[config.mk]
export PLATFORM = sky130hd
export DESIGN_NAME = line_sampler
export DESIGN_NICKNAME = d
export VERILOG_FILES = /design/src/hdl/eeprom_pkg.sv /design/src/hdl/line_sampler.sv
export SDC_FILE = /design/constraint.sdc
export NUM_CORES = 1
export LEC_CHECK = 0
export ABC_CLOCK_PERIOD_IN_PS = 1100
export BUFFER_PORTS_ARGS = -buffer_cell sky130_fd_sc_hd__buf_2
export CAP_MARGIN = 10
export CORE_AREA = 2 2 39 41
export DETAILED_ROUTE_END_ITERATION = 6
export DIE_AREA = 0 0 41 43
export PLACE_DENSITY_LB_ADDON = 0.2
export SLEW_MARGIN = 20
export SYNTH_ARGS = -nofsm -noshare
export SYNTH_HDL_FRONTEND = slang
export SYNTH_SLANG_ARGS = --single-unit
[constraint.sdc]
create_clock -name scl -period 1.1 [get_ports scl]
set_input_delay 0.11 -clock scl [delete_from_list [all_inputs] [get_ports scl]]
set_output_delay 0.11 -clock scl [all_outputs]
set_load 0.03 [all_outputs]
[src/hdl/eeprom_pkg.sv]
package eeprom_pkg;

    // number of stored bytes
    localparam int mem_depth = 2048;

    // block bits in the top three, address byte below
    typedef logic [$clog2(mem_depth)-1:0] addr_t;

    // every valid control byte carries this in its upper nibble
    localparam logic [3:0] device_code = 4'b1010;

    // overlays a received control byte
    typedef struct packed {
        logic [3:0] device;
        logic [2:0] block;
        logic       rw;     // 1 means read
    } ctrl_byte_t;

    // one-cycle strobes of scl, bit_value is valid with bit_sample
    typedef struct packed {
        logic start;
        logic stop;
        logic bit_sample;
        logic bit_value;
        logic clk_fall;
    } bus_event_t;

    // transaction states of the controller
    typedef enum logic [2:0] {
        idle,
        get_ctrl,
        get_addr,
        get_data,
        wait_restart,
        get_rctrl,
        send_data,
        ignore
    } ctrl_state_t;

endpackage

[src/hdl/line_sampler.sv]
module line_sampler
    import eeprom_pkg::*;
#(
    parameter int SYNC_STAGES = 2
)
(
    input  logic       scl,
    input  logic       reset,
    input  logic       bus_clk,
    input  logic       sda_in,
    output bus_event_t bus_ev
);

    logic [SYNC_STAGES-1:0] clk_sync;
    logic [SYNC_STAGES-1:0] sda_sync;
    logic                   clk_old;
    logic                   sda_old;
    logic                   clk_now;
    logic                   sda_now;

    assign clk_now = clk_sync[SYNC_STAGES-1];
    assign sda_now = sda_sync[SYNC_STAGES-1];

    always_ff @(posedge scl)
    begin
        if (reset)
        begin
            // idle bus has both lines high
            clk_sync <= '1;
            sda_sync <= '1;
            clk_old  <= 1'b1;
            sda_old  <= 1'b1;
            bus_ev   <= '0;
        end
        else
        begin
            clk_sync <= (clk_sync << 1) | SYNC_STAGES'(bus_clk);
            sda_sync <= (sda_sync << 1) | SYNC_STAGES'(sda_in);
            clk_old  <= clk_now;
            sda_old  <= sda_now;

            // data edges with the clock high are framing, not data
            bus_ev.start      <= clk_old && clk_now && sda_old && !sda_now;
            bus_ev.stop       <= clk_old && clk_now && !sda_old && sda_now;
            bus_ev.bit_sample <= !clk_old && clk_now;
            bus_ev.bit_value  <= sda_now;
            bus_ev.clk_fall   <= clk_old && !clk_now;
        end
    end

endmodule

==> out/metrics.csv <==
metric,value,unit
status,completed,
drive_above_1_share,52.78,%
cts-resized-gates,0,
synth_compound_area_share,0,%
p_switching,0.0001452,W
synthToLayoutAreaGrowth,26.54,%
synth_cells,24,
p_total,0.0007180,W
core,0.001384,sq mm
die_w,41,microns
synth_cell_types,9,
clock.fmax,1169,MHz
cp_data_required_time,0.99,ns
postPlaceCellArea,385.4,sq um
ctsRootBufferMaster,clkbuf_4,
route.detailed.drc,0,
post_drt_wl_per_cell,7.500,microns
viasPerCell,3.712,
clock_sinks,11,
yosysTopAreaCell,dfxtp_1,
p_int,0.0005728,W
fin_crit_sh,77.76,%
initial_utilization,23.51,%
grt_use_total,6.673,%
fin_worst_skew,0.001364,ns
dr_total_vias,193,
final_common_cell,dfxtp_1,
finalInstanceArea,411.6,sq um
powerDensity,1744,mW/mm^2
first_iter_violations,1,
hold_class,in2reg,
numCtsBuffers,3,
arrival,0.75,ns
pre_cts_slack,0.3766,ns
ios,9,
worst_slack,0.2446,ns
cap_violations,0,
slowest_stage,dfxtp_1,
clk_latency,0.25,ns
crit_fanout,1,
final_cell_mix,"dfxtp_1, buf_2, or2_2",
rows,14,
ctsHoldBuffers,0,
first_pass_iters,2,
netlist_top_cells_area,"dfxtp_1, or2_2, nor3b_2",
synth_warnings,0,
cp-start-kind,flop,
synth_top_family_by_area,simple AND/OR/NAND/NOR gates,
grt_pass1_wl,724,microns
synth_mux_area_share,0,%
port_buffers,8,
critPathBufInv,1,
grt_setup_unrepaired,no,
synthXorXnorAreaFrac,0,%
ir_worst_vdd,0.0005028,V
cts_buffer_depth,2,
power_frac_clock,35.8,%
h-tree-depth,1,
grt_pass1_vias,200,
switching_share,20.22,%
die-area,0.001763,sq mm
clkTransAtPathRegs,0.06,ns
synthSimpleGateAreaFrac,31.15,%
crit_type,reg2out,
die_h,43,microns
final_hold_viol_count,0,
syn_area,325.3,sq um
antenna_cells,0,
p_comb_share,5.9,%
antenna_found_initial,0,
synth_area_per_cell,13.55,sq um
grt_max_degree,10,
tightest_slew,0.1602,ns
place_congestion,0.5502,
nets,41,
cts_tree,built,
end_kind,primary output,
yosysTopAreaCellShare,67.69,%
overflow,0,
period_needed,0.8554,ns
report.final.slew_viol_count,0,
ant_nets,0,
yosysSeqAreaShare,67.69,%
post_cts_buffers,0,
slowest_delay,0.31,ns
rrSetupSlack,0.37,ns
relSlewSlack,89.30,%
synth_fa_ha_area_share,0,%
syn_nets,28,
setup_tns,0,ns
synth-seq-cells,11,
p_seq_share,58.3,%
cpLargestDelayFamily,flip-flops,
hold_slack,0.03507,ns
setup-violations-final,0,
leakagePower,0.1920,nW
path_cells,buf_2,
wl,390,microns
registers in the layout (all words and copies together) (netlist names):
name	cells
bus_ev	5
clk_sync	2
sda_sync	2
clk_old	1
sda_old	1
cell usage after synthesis (all sizes together):
master  count
nand3b      1
inv         1
nor2        1
dfxtp      11
or2         6
nor3b       3
and2b       1
layout make-up:
class	count	area (sq um)
inverters	1	3.754
clock buffers	4	26.28
well taps	16	20.02
fillers	147	972.2
multi-input cells	12	101.3
flip-flops and latches	11	220.2
repair buffers	8	40.04
routing by layer:
layer,up-vias,GRT usage [%],wire length (microns)
met4,0,8.000,0
met3,0,3.141,48
met5,-,0,0
li1,100,-,-
met2,8,8.438,192
met1,85,6.908,149
power groups by stage:
stage | logic [W] | registers [W] | clock network [W]
CTS | 0.0000437 | 0.000419 | 0.000269
finish | 0.0000425 | 0.000419 | 0.000257
global route | 0.0000475 | 0.000420 | 0.000293
floorplan | 0.0000176 | 0.000438 | 0
global placement | 0.0000427 | 0.000427 | 0
detailed placement | 0.0000437 | 0.000428 | 0
final timing paths:
path / start / endpoint / cells past startpoint
min reg2reg: clk_sync[0]$_SDFF_PP1_ / clk_sync[1]$_SDFF_PP1_ / 1
max reg2reg: sda_sync[1]$_SDFF_PP1_ / sda_old$_SDFF_PP1_ / 1
max: bus_ev[3]$_SDFF_PP0_ / bus_ev[3] / 1
min: sda_in / sda_sync[0]$_SDFF_PP1_ / 2
kinds of logic after synthesis:
logic type,count (synthesis)
buf+inv,1
simple gates,12
flops,11
through the flow:
stage,std cells,util [%]
5_1_grt,52,29.75
3_3_place_gp,48,27.85
3_5_place_dp,48,27.85
2_1_floorplan,24,-
4_1_cts,52,29.75
6_report,52,29.75
Power figures use the tool's default switching activity.
