--- src/hdl/eeprom_pkg.sv ---
package eeprom_pkg;

    // number of stored bytes
    localparam int mem_depth = 2048;

    // block bits in the top three, address byte below
    typedef logic [$clog2(mem_depth)-1:0] addr_t;

    // every valid control byte carries this in its upper nibble
    localparam logic [3:0] device_code = 4'b1010;

    // overlays a received control byte
    typedef struct packed {
        logic [3:0] device;
        logic [2:0] block;
        logic       rw;     // 1 means read
    } ctrl_byte_t;

    // one-cycle strobes of scl, bit_value is valid with bit_sample
    typedef struct packed {
        logic start;
        logic stop;
        logic bit_sample;
        logic bit_value;
        logic clk_fall;
    } bus_event_t;

    // transaction states of the controller
    typedef enum logic [2:0] {
        idle,
        get_ctrl,
        get_addr,
        get_data,
        wait_restart,
        get_rctrl,
        send_data,
        ignore
    } ctrl_state_t;

endpackage

--- src/hdl/eeprom_control.sv ---
module eeprom_control
    import eeprom_pkg::*;
(
    input  logic       scl,
    input  logic       reset,
    input  bus_event_t bus_ev,
    input  logic       byte_done,
    input  logic [7:0] rx_byte,
    input  logic [7:0] mem_rdata,
    output logic       ack_en,
    output logic       tx_load,
    output logic       mem_we,
    output logic       mem_re,
    output addr_t      mem_addr,
    output logic [7:0] mem_wdata,
    output logic [7:0] tx_byte
);

    ctrl_state_t state;
    ctrl_byte_t  rx_ctrl;
    logic [2:0]  block_q;
    logic [7:0]  addr_q;
    logic [7:0]  wdata_q;
    logic        fall_seen;
    logic        ack_end;
    logic        code_ok;

    assign rx_ctrl = ctrl_byte_t'(rx_byte);
    assign code_ok = (rx_ctrl.device == device_code);

    // second clock fall after byte_done closes the acknowledge slot
    assign ack_end = bus_ev.clk_fall && ack_en && fall_seen;
    assign tx_load = ack_end && (state == send_data);

    assign mem_addr  = {block_q, addr_q};
    assign mem_wdata = wdata_q;
    assign tx_byte   = mem_rdata;

    always_ff @(posedge scl)
    begin
        if (reset)
        begin
            state     <= idle;
            ack_en    <= 1'b0;
            fall_seen <= 1'b0;
            mem_we    <= 1'b0;
            mem_re    <= 1'b0;
        end
        else
        begin
            mem_we <= 1'b0;
            mem_re <= 1'b0;
            if (bus_ev.stop)
            begin
                state     <= idle;
                ack_en    <= 1'b0;
                fall_seen <= 1'b0;
            end
            else if (bus_ev.start)
            begin
                ack_en    <= 1'b0;
                fall_seen <= 1'b0;
                case (state)
                    wait_restart: state <= get_rctrl;
                    ignore:       state <= ignore;
                    default:      state <= get_ctrl;
                endcase
            end
            else if (byte_done)
            begin
                case (state)
                    get_ctrl:
                    begin
                        // current-address reads are not supported
                        if (code_ok && !rx_ctrl.rw)
                        begin
                            state  <= get_addr;
                            ack_en <= 1'b1;
                        end
                        else
                            state <= ignore;
                    end
                    get_addr:
                    begin
                        state  <= wait_restart;
                        ack_en <= 1'b1;
                    end
                    wait_restart:
                    begin
                        // a data byte instead of a restart, so write it
                        state  <= get_data;
                        ack_en <= 1'b1;
                        mem_we <= 1'b1;
                    end
                    get_rctrl:
                    begin
                        if (code_ok && rx_ctrl.rw)
                        begin
                            state  <= send_data;
                            ack_en <= 1'b1;
                            mem_re <= 1'b1;
                        end
                        else
                            state <= ignore;
                    end
                    default:
                    begin
                    end
                endcase
            end
            else if (bus_ev.clk_fall && ack_en)
            begin
                if (fall_seen)
                begin
                    ack_en    <= 1'b0;
                    fall_seen <= 1'b0;
                    if (state == get_data)
                        state <= idle;
                end
                else
                    fall_seen <= 1'b1;
            end
        end
    end

    // address and data bytes as they arrive
    always_ff @(posedge scl)
    begin
        if (byte_done)
        begin
            case (state)
                get_ctrl,
                get_rctrl:    block_q <= rx_ctrl.block;
                get_addr:     addr_q  <= rx_byte;
                wait_restart: wdata_q <= rx_byte;
                default:
                begin
                end
            endcase
        end
    end

endmodule

--- config.mk ---
export PLATFORM = sky130hd
export DESIGN_NAME = eeprom_control
export DESIGN_NICKNAME = d
export VERILOG_FILES = /design/src/hdl/eeprom_pkg.sv /design/src/hdl/eeprom_control.sv
export SDC_FILE = /design/constraint.sdc
export NUM_CORES = 1
export LEC_CHECK = 0
export BUFFER_PORTS_ARGS = -buffer_cell sky130_fd_sc_hd__buf_2
export CAP_MARGIN = 5
export CORE_ASPECT_RATIO = 0.9
export CORE_MARGIN = 2
export CORE_UTILIZATION = 35
export DETAILED_ROUTE_END_ITERATION = 16
export GPL_TIMING_DRIVEN = 1
export PLACE_DENSITY = 0.69
export SETUP_SLACK_MARGIN = 0.1
export SLEW_MARGIN = 20
export SYNTH_ARGS = -nofsm -noshare
export SYNTH_HDL_FRONTEND = slang
export SYNTH_SLANG_ARGS = --single-unit
--- constraint.sdc ---
create_clock -name scl -period 1.7 [get_ports scl]
set_input_delay 0.085 -clock scl [delete_from_list [all_inputs] [get_ports scl]]
set_output_delay 0.085 -clock scl [all_outputs]
set_load 0.01 [all_outputs]
==> results_dict.tcl <==
set metrics [dict create \
    yosys_register_bits 26 \
    cts_buffer_depth 2 \
    fin_hold_ws_ns 0.02357 \
    cp_max_fo 10 \
    fp.dieArea_sq_um 3947 \
    cts_setup_buffers 0 \
    cp_cell_sequence "nand4_1, o311ai_0, a221oi_1, o221a_1" \
    crit_arrival_ns 1.62 \
    powerDensity_nw_per_um2 793.1 \
    avgSynthCellArea_sq_um 12.11 \
    area_delta_synth_final_pct 17.56 \
    slowest_delay_ns 0.45 \
    finalWeightedCongestion 0.8710 \
    drt-total-wl_um 2330 \
    htree_levels 1 \
    cts_sinks 26 \
    peakVddDrop_v 0.0002377 \
    hold_viol_final 0 \
    grt_first_pass_wirelength_um 3712 \
    synth_top_area_cell "edfxtp_1" \
    rows 20 \
    r2r_start "state[0]$_SDFFE_PP0P_" \
    synth_fp_nets 124 \
    hp-start "rx_byte[1]" \
    wire_per_inst_um 13.31 \
    worst_slack_ns 0.2362 \
    fin_crit_ns 1.464 \
    via_per_inst 5.051 \
    synth_area_leaders "edfxtp_1 (47%), dfxtp_1 (12%), buf_4 (5.6%)" \
    ioPinCount 55 \
    core-area_sq_um 3353 \
    port_buffers 36 \
    dieHeight_um 59.81 \
    drv_slew 0 \
    end_kind "flop" \
    synth_cell_type_count 37 \
    gr-total-overflow 0 \
    synth_top_family_by_area "simple AND/OR/NAND/NOR gates" \
    drc 0 \
    synth_edf_count 19 \
    postRouteAntennaNets 0 \
    synth_xor_xnor_area_share_pct 1.446 \
    diodes 0 \
    placed_area_sq_um 1376 \
    grt_usage_pct 12.38 \
    synth_cells 100 \
    cts-root-buf "clkbuf_8" \
    drive_gt1_share_pct 39.69 \
    min_delay_worst_endpoint "addr_q[1]$_DFFE_PP_" \
    grt_start_max_net_pins 15 \
    start_kind "flop" \
    ff2ff_path_depth 4 \
    cts_made_buffers 3 \
    min_path_type "in2reg" \
    cp_slowest_cell "dfxtp_2" \
    relSlewSlack_pct 69.09 \
    dpl_worst_slack_ns 0.1160 \
    synth_ff_type "edfxtp_1" \
    dr.pass1.iters 4 \
    utilization_pct 42.46 \
    synth_compound_area_share_pct 12.09 \
    synth_top_area_share_pct 47.11 \
    yosysSeqAreaShare_pct 58.68 \
    cts_tree "yes" \
    dieWidth_um 66.01 \
    fin_skew_ns 0.007139 \
    clk_pin_slew_ns 0.08 \
    fin_cells 175 \
    finalSetupViolCount 0 \
    worst-r2r-setup-slack_ns 0.24 \
    syn_area_sq_um 1211 \
    status "finished, final reports clean" \
    dpl.cell_count 171 \
    fin_tns_setup_ns 0 \
    synthSimpleGateAreaFrac_pct 17.98 \
    yosysWarnings 0 \
    r2r_end "state[2]$_SDFFE_PP0P_" \
    drv_cap 0 \
    vias 884 \
    crit_buf_inv 0 \
    cp.required_ns 1.85 \
    hold_path_depth 1 \
    crit_type "reg2reg" \
    clkLatencyLatePin_ns 0.26 \
    rsz0062_at_grt "false" \
    first_global_vias 810 \
    initial_utilization_pct 36.12 \
    use_met2_pct 20.92 \
    grt_busiest_layer "met2" \
    fin_area_sq_um 1424 \
    hpwlAfterDp_um 1795 \
    drt_iter0_drc 23 \
    synthMuxAreaShare_pct 0 \
    synthAdderAreaFrac_pct 0 \
    fmax_mhz 683.1 \
    finalCritPeriodShare_pct 86.11 \
    nNetsFinal 156 \
    antenna_found_initial 0 \
    worst_slew_pin_slew_ns 0.4520 \
    leakagePower_nw 0.5252 \
    async_flop_share_pct 0 \
    finalPower_mw 1.129 \
    critPathTopFamily "compound AO/OA/AOI/OAI gates" \
    use_met3_pct 1.883 \
    grtUsageMet1_pct 16.23 \
]
==> how the worst max path moves through the flow <==
stage                          start                     end  depth (start not counted)
3_5_place_dp   state[0]$_SDFFE_PP0P_   state[2]$_SDFFE_PP0P_                          4
2_1_floorplan  state[0]$_SDFFE_PP0P_  mem_wdata[0]$_DFFE_PP_                          4
5_1_grt        state[0]$_SDFFE_PP0P_   state[2]$_SDFFE_PP0P_                          4
3_3_place_gp   state[0]$_SDFFE_PP0P_   state[2]$_SDFFE_PP0P_                          4
6_report       state[0]$_SDFFE_PP0P_   state[2]$_SDFFE_PP0P_                          4
4_1_cts        state[2]$_SDFFE_PP0P_   state[2]$_SDFFE_PP0P_                          4
==> report_power, final <==
group	leakage, nW	internal, mW	switching [mW]	total [mW]
Clock	0.0228	0.167	0.165	0.332
Combinational	0.273	0.0412	0.0566	0.0978
Sequential	0.229	0.689	0.0100	0.699
==> state kept, by name, summed over array words and instances, names as in the netlist <==
signal / cells
ack_en: 1
mem_we: 1
fall_seen: 1
addr_q: 8
mem_wdata: 8
state: 3
mem_re: 1
block_q: 3
==> cells in the final DEF, fill, tap and decap left out, types with 2 or more instances in the layout <==
cell type  count
buf_2         36
edfxtp_1      19
nor2_1        10
nor3_1         5
dfxtp_1        5
inv_1          4
nor4_1         4
buf_4          4
nand2b_1       3
nand2_1        3
a21oi_1        3
clkbuf_8       3
nand3_1        2
xnor2_1        2
o31a_1         2
nor2b_1        2
dfxtp_2        2
==> cells by family after synthesis <==
family	count (synthesis)
compound gates	16
buf+inv	18
simple gates	38
flops	26
xor+xnor	2
==> synthesized netlist by cell type, drive strengths merged (3+ instances only) <==
| cell | n |
|---|---|
| edfxtp | 19 |
| buf | 13 |
| nor2 | 10 |
| dfxtp | 7 |
| inv | 5 |
| nor3 | 5 |
| nor4 | 4 |
| a2111oi | 3 |
| a21oi | 3 |
| nand2 | 3 |
| nand2b | 3 |
==> cell type report <==
cell class	count	area (sq um)
Timing Repair Buffer	40	210.2
Tap cell	44	55.05
Sequential cell	26	713.2
Multi-Input combinational cell	56	381.6
Fill cell	332	1929
Inverter	5	18.77
Clock buffer	4	45.04
==> what timing repair did <==
item | in CTS | in global routing
setup endpoints to repair | 1 | 2
hold buffers | 0 | 0
gates resized for setup | 1 | 1
==> layer usage <==
layer  routed length [um]  vias to the layer above
li1                     -                      424
met4                    6                        0
met5                    0                        -
met1                 1033                      405
met2                 1043                       51
met3                  246                        4
No activity file was read; power rests on OpenSTA's default activity.
