<file path="src/hdl/eeprom_pkg.sv">
package eeprom_pkg;

    // number of stored bytes
    localparam int mem_depth = 2048;

    // block bits in the top three, address byte below
    typedef logic [$clog2(mem_depth)-1:0] addr_t;

    // every valid control byte carries this in its upper nibble
    localparam logic [3:0] device_code = 4'b1010;

    // overlays a received control byte
    typedef struct packed {
        logic [3:0] device;
        logic [2:0] block;
        logic       rw;     // 1 means read
    } ctrl_byte_t;

    // one-cycle strobes of scl, bit_value is valid with bit_sample
    typedef struct packed {
        logic start;
        logic stop;
        logic bit_sample;
        logic bit_value;
        logic clk_fall;
    } bus_event_t;

    // transaction states of the controller
    typedef enum logic [2:0] {
        idle,
        get_ctrl,
        get_addr,
        get_data,
        wait_restart,
        get_rctrl,
        send_data,
        ignore
    } ctrl_state_t;

endpackage

</file>
<file path="src/hdl/byte_shifter.sv">
module byte_shifter
    import eeprom_pkg::*;
(
    input  logic       scl,
    input  logic       reset,
    input  bus_event_t bus_ev,
    input  logic       ack_en,
    input  logic       tx_load,
    input  logic [7:0] tx_byte,
    output logic [7:0] rx_byte,
    output logic       byte_done,
    output logic       sda_oe
);

    logic [3:0] bit_cnt;
    logic       ack_slot;
    logic       tx_mode;
    logic [7:0] rx_shift;
    logic [7:0] tx_shift;

    assign rx_byte = rx_shift;

    always_ff @(posedge scl)
    begin
        if (reset)
        begin
            bit_cnt   <= '0;
            ack_slot  <= 1'b0;
            tx_mode   <= 1'b0;
            sda_oe    <= 1'b0;
            byte_done <= 1'b0;
        end
        else
        begin
            byte_done <= 1'b0;
            if (bus_ev.start || bus_ev.stop)
            begin
                bit_cnt  <= '0;
                ack_slot <= 1'b0;
                tx_mode  <= 1'b0;
                sda_oe   <= 1'b0;
            end
            else if (bus_ev.bit_sample)
            begin
                // ninth sample is the acknowledge, not counted
                if (bit_cnt < 4'd8)
                begin
                    bit_cnt   <= bit_cnt + 4'd1;
                    byte_done <= !tx_mode && (bit_cnt == 4'd7);
                end
            end
            else if (bus_ev.clk_fall)
            begin
                if (ack_slot)
                begin
                    // end of the ninth slot, a read byte may start here
                    ack_slot <= 1'b0;
                    bit_cnt  <= '0;
                    tx_mode  <= tx_load;
                    sda_oe   <= tx_load && !tx_byte[7];
                end
                else if (bit_cnt == 4'd8)
                begin
                    // master owns the line after a read byte
                    ack_slot <= 1'b1;
                    sda_oe   <= !tx_mode && ack_en;
                end
                else if (tx_mode)
                begin
                    sda_oe <= !tx_shift[6];
                end
            end
        end
    end

    always_ff @(posedge scl)
    begin
        if (tx_load)
            tx_shift <= tx_byte;
        else if (bus_ev.clk_fall && tx_mode && bit_cnt < 4'd8)
            tx_shift <= tx_shift << 1;
        if (bus_ev.bit_sample && !tx_mode && bit_cnt < 4'd8)
            rx_shift <= {rx_shift[6:0], bus_ev.bit_value};
    end

endmodule

</file>
<file path="config.mk">
export PLATFORM = sky130hd
export DESIGN_NAME = byte_shifter
export DESIGN_NICKNAME = d
export VERILOG_FILES = /design/src/hdl/eeprom_pkg.sv /design/src/hdl/byte_shifter.sv
export SDC_FILE = /design/constraint.sdc
export NUM_CORES = 1
export LEC_CHECK = 0
export BUFFER_PORTS_ARGS = -buffer_cell sky130_fd_sc_hd__buf_2
export CORE_ASPECT_RATIO = 1.1
export CORE_UTILIZATION = 35
export DETAILED_ROUTE_END_ITERATION = 16
export GPL_ROUTABILITY_DRIVEN = 1
export GPL_TIMING_DRIVEN = 0
export PLACE_DENSITY = 0.67
export SLEW_MARGIN = 20
export SYNTH_ARGS = -nofsm -noshare
export SYNTH_HDL_FRONTEND = slang
export SYNTH_SLANG_ARGS = --single-unit
</file>
<file path="constraint.sdc">
create_clock -name scl -period 1.31 [get_ports scl]
set_input_delay 0.262 -clock scl [delete_from_list [all_inputs] [get_ports scl]]
set_output_delay 0.262 -clock scl [all_outputs]
set_load 0.02 [all_outputs]
</file>
==> impl_metrics.toml, run 1 <==
[run_status]
outcome = "complete, but fails checks"
violations = "negative setup slack"

[route]
routed_wl_um = 1730
routed_via_density = 4.96
drcViolationCount = 0
ant_nets = 0
drtIter0Drc = 3
wire_per_inst_um = 12.8
via_count = 669
drtPass1Iterations = 3

[placement]
dp_hpwl_um = 1270
portBuffers = 25
gp_congestion = 0.722
dp_cells = 128
place_ws_ns = -0.167

[cells_and_area]
register_area_um2 = 613
fillers = 238
utilization_pct = 47.1
areaGrowthSynthToFinish_pct = 24.6
drive_gt1_share_pct = 49.0
multi_input_area_um2 = 347
diodes = 0
fin_nets = 124
final_cells = 135

[sta]
fin_ws_ns = -0.0166
finalCritPeriodShare_pct = 101
hold_viol_final = 0
min_period_ns = 1.33
fin_worst_skew_ns = 0.00242
max_slew_margin_pct = 81.9
rsz0062_at_grt = "true"
hold-worst-slack_ns = 0.126
setup_violations = 1
setup_tns_ns = -0.0166
tightest_slew_ns = 0.272
clock.fmax_mhz = 754
maxSlewViolCount = 0

[pwr]
clkPwrFrac_pct = 25.3
p_leak_uw = 0.000461
power_density_nw_per_um2 = 1040
switchingPower_uw = 272
peakVddDrop_uv = 738
p_comb_share_pct = 9.2
p_seq_share_pct = 65.5
p_int_uw = 977
netSwitchingFraction_pct = 21.8

[setup_path]
startpoint_type = "flop"
crit_path_end_kind = "flop"
r2r-end = "sda_oe"
r2r_cells = 5
cp-startpoint = "bit_cnt[1]"
cp.arrival_ns = 1.55
cp.required_ns = 1.54
r2r_setup_slack_ns = -0.02
crit_end = "sda_oe"
path_class = "flop to flop"
reg2reg_from = "bit_cnt[1]"
cp_max_fo = 2

[global_route]
grt_antenna_before_repair = 0
grt_max_degree = 14
grt_pass1_vias = 633
overflow = 0
gr-usage-all-layers_pct = 13.6
grt_pass1_wl_um = 2890

[logic_synthesis]
yosys.cell_count.top_type = "edfxtp_1"
synth_area_leaders = "edfxtp_1 (47%), dfxtp_1 (17%), mux2_2 (7.0%), a21oi_1 (3.6%), ha_1 (2.6%)"
seq_area_frac_synth_pct = 63.5
synthesis.nets = 91
syn_area_per_cell_um2 = 13.3
syn_inst = 72
synth_top_area_cell = "edfxtp_1"
synth_cell_type_count = 27
async_flop_share_pct = 0
ys_ff_latch = 23
synth_top_area_share_pct = 46.9
synthFlopType = "edfxtp_1"
yosys_warnings = 0
synth_area_um2 = 961
synth-edff-count = 15
synth_commonest_cells = "edfxtp_1 (15), dfxtp_1 (8), a21oi_1 (7)"

[flow_run]
drv_cap = 0

[floorplanning]
dieArea_um2 = 2960
initial_core_util_pct = 37.8
die_y_um = 57.0
core_area_um2 = 2540
die_w_um = 52.0
ios = 27
rows = 19

[hold_path]
hp-class = "input port to flop"

[clocking]
cts_tree = "done"
htreeDepth = 1
clkLatencyLatePin_ns = 0.30
cts_made_buffers = 3
cts.sinks = 23
clockBufferDepth = 2
ctsHoldBuffers = 0
clk_pin_slew_ns = 0.12
cts_root_buf = "clkbuf_4"
## how the worst min path moves through the flow
stage | startpoint | to | slack, ns | depth (start not counted)
floorplan | bus_ev[1] | rx_byte[0] | 0.36 | 0
global placement | rx_byte[6] | rx_byte[7] | 0.43 | 0
detailed placement | rx_byte[1] | rx_byte[2] | 0.44 | 0
CTS | bus_ev[1] | rx_byte[0] | 0.12 | 1
global route | bus_ev[1] | rx_byte[0] | 0.09 | 1
finish | bus_ev[1] | rx_byte[0] | 0.13 | 1
## layer usage
layer / share of wire, % / track usage [%] / vias up
met1: 40 / 16.4 / 315
met3: 6.4 / 6.13 / 4
li1: - / - / 328
met5: 0 / 0 / -
met2: 51 / 21.8 / 22
met4: 1.9 / 3.47 / 0
## critical path, stage by stage, from the launching register on
cell and delay (ns):
dfxtp_2 0.34, inv_2 0.07, ha_4 0.14, nand3b_4 0.07, or3b_4 0.39, a221oi_2 0.24
## registers in the layout, indices dropped and copies added (netlist names)
| signal | count |
|---|---|
| rx_byte | 8 |
| tx_shift | 7 |
| bit_cnt | 4 |
| ack_slot | 1 |
| byte_done | 1 |
| sda_oe | 1 |
| tx_mode | 1 |
## cells in the final DEF, fill, tap and decap left out, drive strengths merged, types with 2 or more instances in the layout
cell     n
edfxtp  15
nand3    5
nand2    3
ha       2
clkbuf   4
a21oi    7
dfxtp    8
nor2b    2
nand3b   3
nand2b   2
mux2     6
nor2     2
inv      4
buf     29
## power groups by stage
stage / combinational, µW / clock [µW] / sequential (µW)
5_1_grt: 126 / 369 / 823
4_1_cts: 115 / 331 / 820
3_3_place_gp: 106 / 0 / 835
2_1_floorplan: 46.6 / 0 / 851
3_5_place_dp: 110 / 0 / 836
6_report: 115 / 316 / 819
## area by class of cell
class | instances | area share (%)
timing repair buffer | 28 | 12.3
sequential | 23 | 51.2
inverter | 4 | 1.25
multi-input combinational | 43 | 28.9
clock buffer | 3 | 1.88
tap | 31 | 3.24
buffer | 2 | 0.731
clock inverter | 1 | 0.418
## cells by family (layout without fill, tap and decap cells)
logic type               Yosys count  after routing  share of synthesized area (%)
XOR/XNOR                           1              1                          0.912
multiplexers                       6              6                           7.03
AND/OR/NAND/NOR                   23             23                           16.0
flip-flops                        23             23                           63.5
buffers and inverters              6             38                           2.47
adder cells (fa/ha/maj)            2              2                           2.60
AO/OA/AOI/OAI                     11             11                           7.42
## through the flow
step,instance area (µm²),power [µW]
after CTS,1190,1270
after global routing,1200,1320
after floorplan,961,897
final,1200,1250
after global placement,1120,941
after detailed placement,1120,946
## repair_timing
action	CTS	global route
setup endpoints to repair	10	10
pin swaps	3	2
endpoints found under the hold margin	0	0
buffers inserted	3	0
gates resized for setup	7	1
Note: power is estimated with default switching activity, not from simulation.
==> run 2: changes to the inputs <==
Settings changed: CORE_ASPECT_RATIO 1.1 to 1.75.
==> run 2 against run 1 <==
The run now ends clean. Sequential cell count unchanged. Highest routed layer unchanged. Critical path depth unchanged. Combinational power about the same. Final cell count decreased by 4.4%. Largest cell class unchanged. Die area increased by 0.27%. Clock power increased by 35%.
==> impl_metrics.toml, run 2 (synthesis gave the netlist of run 1 again) <==
[run_status]
outcome = "completed"

[route]
routed_wl_um = 1740
ant_nets = 0
wire_per_inst_um = 13.5
routed_via_density = 5.09
drtIter0Drc = 19
drcViolationCount = 0
drtPass1Iterations = 4
via_count = 657

[cells_and_area]
fillers = 253
final_cells = 129
areaGrowthSynthToFinish_pct = 25.1
final_cell_mix = "buf_2 (26), edfxtp_1 (15), a21oi_1 (7)"
fin_nets = 123
final_common_cell = "buf_2"
diodes = 0
largest_register_ffs = 8
drive_gt1_share_pct = 48.5

[flow_run]
drv_cap = 0

[clocking]
cts_tree = "done"
clk_pin_slew_ns = 0.08
clockBufferDepth = 2
cts.sinks = 23
cts_root_buf = "clkbuf_8"
cts_made_buffers = 3
htreeDepth = 1
clkLatencyLatePin_ns = 0.26

[pwr]
p_total_uw = 1360
p_leak_uw = 0.000464
power_density_nw_per_um2 = 1130
peakVddDrop_uv = 761

[sta]
min_period_ns = 1.31
tightest_slew_ns = 0.297
rsz0062_at_grt = "true"
clock.fmax_mhz = 765
maxSlewViolCount = 0
hold-worst-slack_ns = 0.169
setup_tns_ns = 0
setup_violations = 0
max_slew_margin_pct = 80.2
fin_worst_skew_ns = 0.00275
fin_ws_ns = 0.00343
hold_viol_final = 0
finalCritPeriodShare_pct = 99.7

[floorplanning]
core_area_um2 = 2550
initial_core_util_pct = 37.6
rows = 24
die_y_um = 71.3
dieArea_um2 = 2970
die_w_um = 41.6
ios = 27

[setup_path]
startpoint_type = "flop"
slowest_stage = "or3b_4"
cpPeakStageDelay_ns = 0.38
cp_max_fo = 2
cp.arrival_ns = 1.49
critPathBufInv = 1
cp_cell_sequence = "inv_2, ha_4, nand3b_4, or3b_4, a221oi_2"
crit_path_end_kind = "flop"
worst_path_dominant_cell_family = "simple AND/OR/NAND/NOR gates"
cp.required_ns = 1.49
path_class = "flop to flop"

[global_route]
overflow = 0
gr-usage-all-layers_pct = 12.6
grt_pass1_wl_um = 2900
grt_pass1_vias = 678
grt_antenna_before_repair = 0
grt_max_degree = 14

[placement]
gp_congestion = 0.820
dp_hpwl_um = 1290
place_ws_ns = -0.163
portBuffers = 25
dp_cells = 123

[hold_path]
hp-class = "input port to flop"
[run 2: cell count changes in the layout (fill, tap and decap cells not counted)]
cell and delta:
clkbuf_8 +3, clkbuf_4 -3, buf_4 -1
[run 2: area by class of cell]
type / count / area [µm²] / share of cell area [%]
buffer: 2 / 8.76 / 0.728
clock buffer: 3 / 41.3 / 3.43
clock inverter: 1 / 5.00 / 0.416
inverter: 4 / 15.0 / 1.25
multi-input combinational: 43 / 347 / 28.8
sequential: 23 / 613 / 51.0
tap: 26 / 32.5 / 2.71
timing repair buffer: 27 / 140 / 11.7
[run 2: routing by layer]
metal,global-route usage (%),part of all wire (%),vias to the layer above
met4,5.02,1.1,0
met5,0,0,-
met2,24.7,58,17
met1,12.7,37,314
met3,2.02,3.5,2
li1,-,-,324
[run 2: through the flow]
step	area (µm²)	utilization [%]
finish	1200	47.1
global route	1200	47.1
CTS	1200	46.9
detailed placement	1120	43.8
global placement	1120	43.8
floorplan	961	-
[run 2: timing repair]
| action | 4_1_cts | 5_1_grt |
|---|---|---|
| hold buffers | 0 | 0 |
| setup endpoints to repair | 10 | 9 |
| pin swaps | 3 | 2 |
| setup buffers | 2 | 0 |
| gates resized for setup | 7 | 1 |
[run 2: report_power, final]
| part | internal, µW | switching (µW) | leakage, µW |
|---|---|---|---|
| Combinational | 53.6 | 60.4 | 0.000227 |
| Sequential | 808 | 10.8 | 0.000212 |
| Clock | 212 | 215 | 0.0000255 |
| Total | 1070 | 286 | 0.000464 |
[run 2: path summary, 6_finish.rpt]
| check | from | endpoint | slack (ns) | cells after the start |
|---|---|---|---|---|
| min reg2reg | rx_byte[6] | rx_byte[7] | 0.45 | 0 |
| min | bus_ev[1] | rx_byte[0] | 0.17 | 1 |
| max reg2reg | bit_cnt[0] | sda_oe | 0.003 | 5 |
| max | bit_cnt[0] | sda_oe | 0.003 | 5 |
==> run 3: changes to the inputs <==
Settings changed: CORE_ASPECT_RATIO 1.75 to unset, CORE_UTILIZATION 35 to 44, PLACE_DENSITY 0.67 to 0.79.
==> run 3 against run 2 <==
Critical endpoint unchanged. Clock-buffer cell count up 1. Setup slack better by 0.0026 ns. Largest power group unchanged. Critical path type unchanged. Clock skew up 0.010 ns. Total power down 8.3%. Global-route usage up 3.4 points.
==> impl_metrics.toml, run 3 (synthesis gave the netlist of run 1 again) <==
[run_status]
outcome = "completed"

[sta]
finalCritPeriodShare_pct = 99.5
max_slew_margin_pct = 80.4
rsz0062_at_grt = "true"
maxSlewViolCount = 0
fin_worst_skew_ns = 0.0132
tightest_slew_ns = 0.291
clock.fmax_mhz = 767
setup_violations = 0
hold_viol_final = 0
min_period_ns = 1.30

[cells_and_area]
fin_nets = 126
final_common_cell = "buf_2"
utilization_pct = 60.3
final_cells = 133
areaGrowthSynthToFinish_pct = 25.5
largest_register_ffs = 8
register_area_um2 = 613
multi_input_area_um2 = 347
fillers = 176
diodes = 0
drive_gt1_share_pct = 49.1
final_cell_mix = "buf_2 (26), edfxtp_1 (15), a21oi_1 (7)"

[pwr]
p_total_uw = 1250
peakVddDrop_uv = 781
power_density_nw_per_um2 = 1030
p_leak_uw = 0.000467

[hold_path]
worstHoldStart = "bus_ev[1]"
hp-class = "input port to flop"
holdPathStages = 1
min_to = "rx_byte[0]"

[clocking]
htreeDepth = 1
cts_made_buffers = 3
clk_pin_slew_ns = 0.12
clkLatencyLatePin_ns = 0.31
cts_root_buf = "clkbuf_4"
ctsHoldBuffers = 0
cts.sinks = 23
clockBufferDepth = 2
cts_tree = "done"

[floorplanning]
rows = 16
dieArea_um2 = 2370
ios = 27
core_area_um2 = 2000
initial_core_util_pct = 48.0
die_w_um = 48.7
die_y_um = 48.7

[global_route]
grt_pass1_vias = 613
grt_pass1_wl_um = 2770
gr-usage-all-layers_pct = 16.0
overflow = 0
grt_max_degree = 13
grt_antenna_before_repair = 0

[setup_path]
path_class = "flop to flop"
cp-startpoint = "bit_cnt[1]"
crit_path_end_kind = "flop"
cp.required_ns = 1.55
r2r-end = "sda_oe"
cp_max_fo = 2
r2r_setup_slack_ns = 0.006
cp.arrival_ns = 1.54
r2r_cells = 5
startpoint_type = "flop"
reg2reg_from = "bit_cnt[1]"

[placement]
portBuffers = 25
dp_cells = 124
dp_hpwl_um = 1160
gp_congestion = 0.790

[flow_run]
drv_cap = 0

[route]
wire_per_inst_um = 12.4
routed_wl_um = 1650
drtIter0Drc = 13
drcViolationCount = 0
drtPass1Iterations = 4
ant_nets = 0
via_count = 665
routed_via_density = 5.00
## run 3: cell count changes in the layout (fill, tap and decap cells not counted), sizes merged
cell    change
buf         +3
clkbuf      +1
clkinv      -1
## run 3: worst max-delay path by stage
stage	cells past startpoint	endpoint
floorplan	5	sda_oe
global placement	3	rx_byte[3]
detailed placement	3	rx_byte[1]
CTS	5	sda_oe
global route	5	sda_oe
finish	5	sda_oe
## run 3: power by group
group / switching [µW] / total [µW] / internal [µW]
sequential: 10.4 / 819 / 808
clock: 194 / 313 / 119
combinational: 60.2 / 115 / 55.2
## run 3: critical path, cell delays in order (launching register included)
cell and delay, ns:
dfxtp_2 0.35, inv_2 0.06, ha_4 0.13, nand3b_4 0.07, or3b_4 0.38, a221oi_2 0.23
## run 3: timing repair
action,CTS,global route
pin swaps,3,2
resized for setup,7,1
buffers inserted,4,1
setup endpoints to repair,9,9
## run 3: per-stage QoR
stage | hold WS [ns] | TNS, ns | area (µm²) | setup WS (ns)
final | 0.134 | 0 | 1210 | 0.00607
after CTS | 0.124 | -0.0269 | 1190 | -0.0269
after detailed placement | 0.436 | -1.16 | 1120 | -0.139
after global routing | 0.117 | -0.0594 | 1210 | -0.0594
after global placement | 0.431 | -0.660 | 1120 | -0.0769
after floorplan | 0.361 | 0 | 961 | 0.00389
## run 3: routing by layer
metal / vias up / share of wire [%] / global-route usage [%]
li1: 331 / - / -
met1: 308 / 41 / 19.0
met2: 22 / 52 / 26.4
met3: 4 / 5.8 / 5.97
met4: 0 / 1.4 / 5.88
met5: - / 0 / 0
## run 3: layout make-up
class | instances | share of cell area, %
buffer | 2 | 0.726
clock buffer | 4 | 2.18
inverter | 4 | 1.24
multi-input combinational | 43 | 28.7
sequential | 23 | 50.8
tap | 27 | 2.80
timing repair buffer | 30 | 13.5
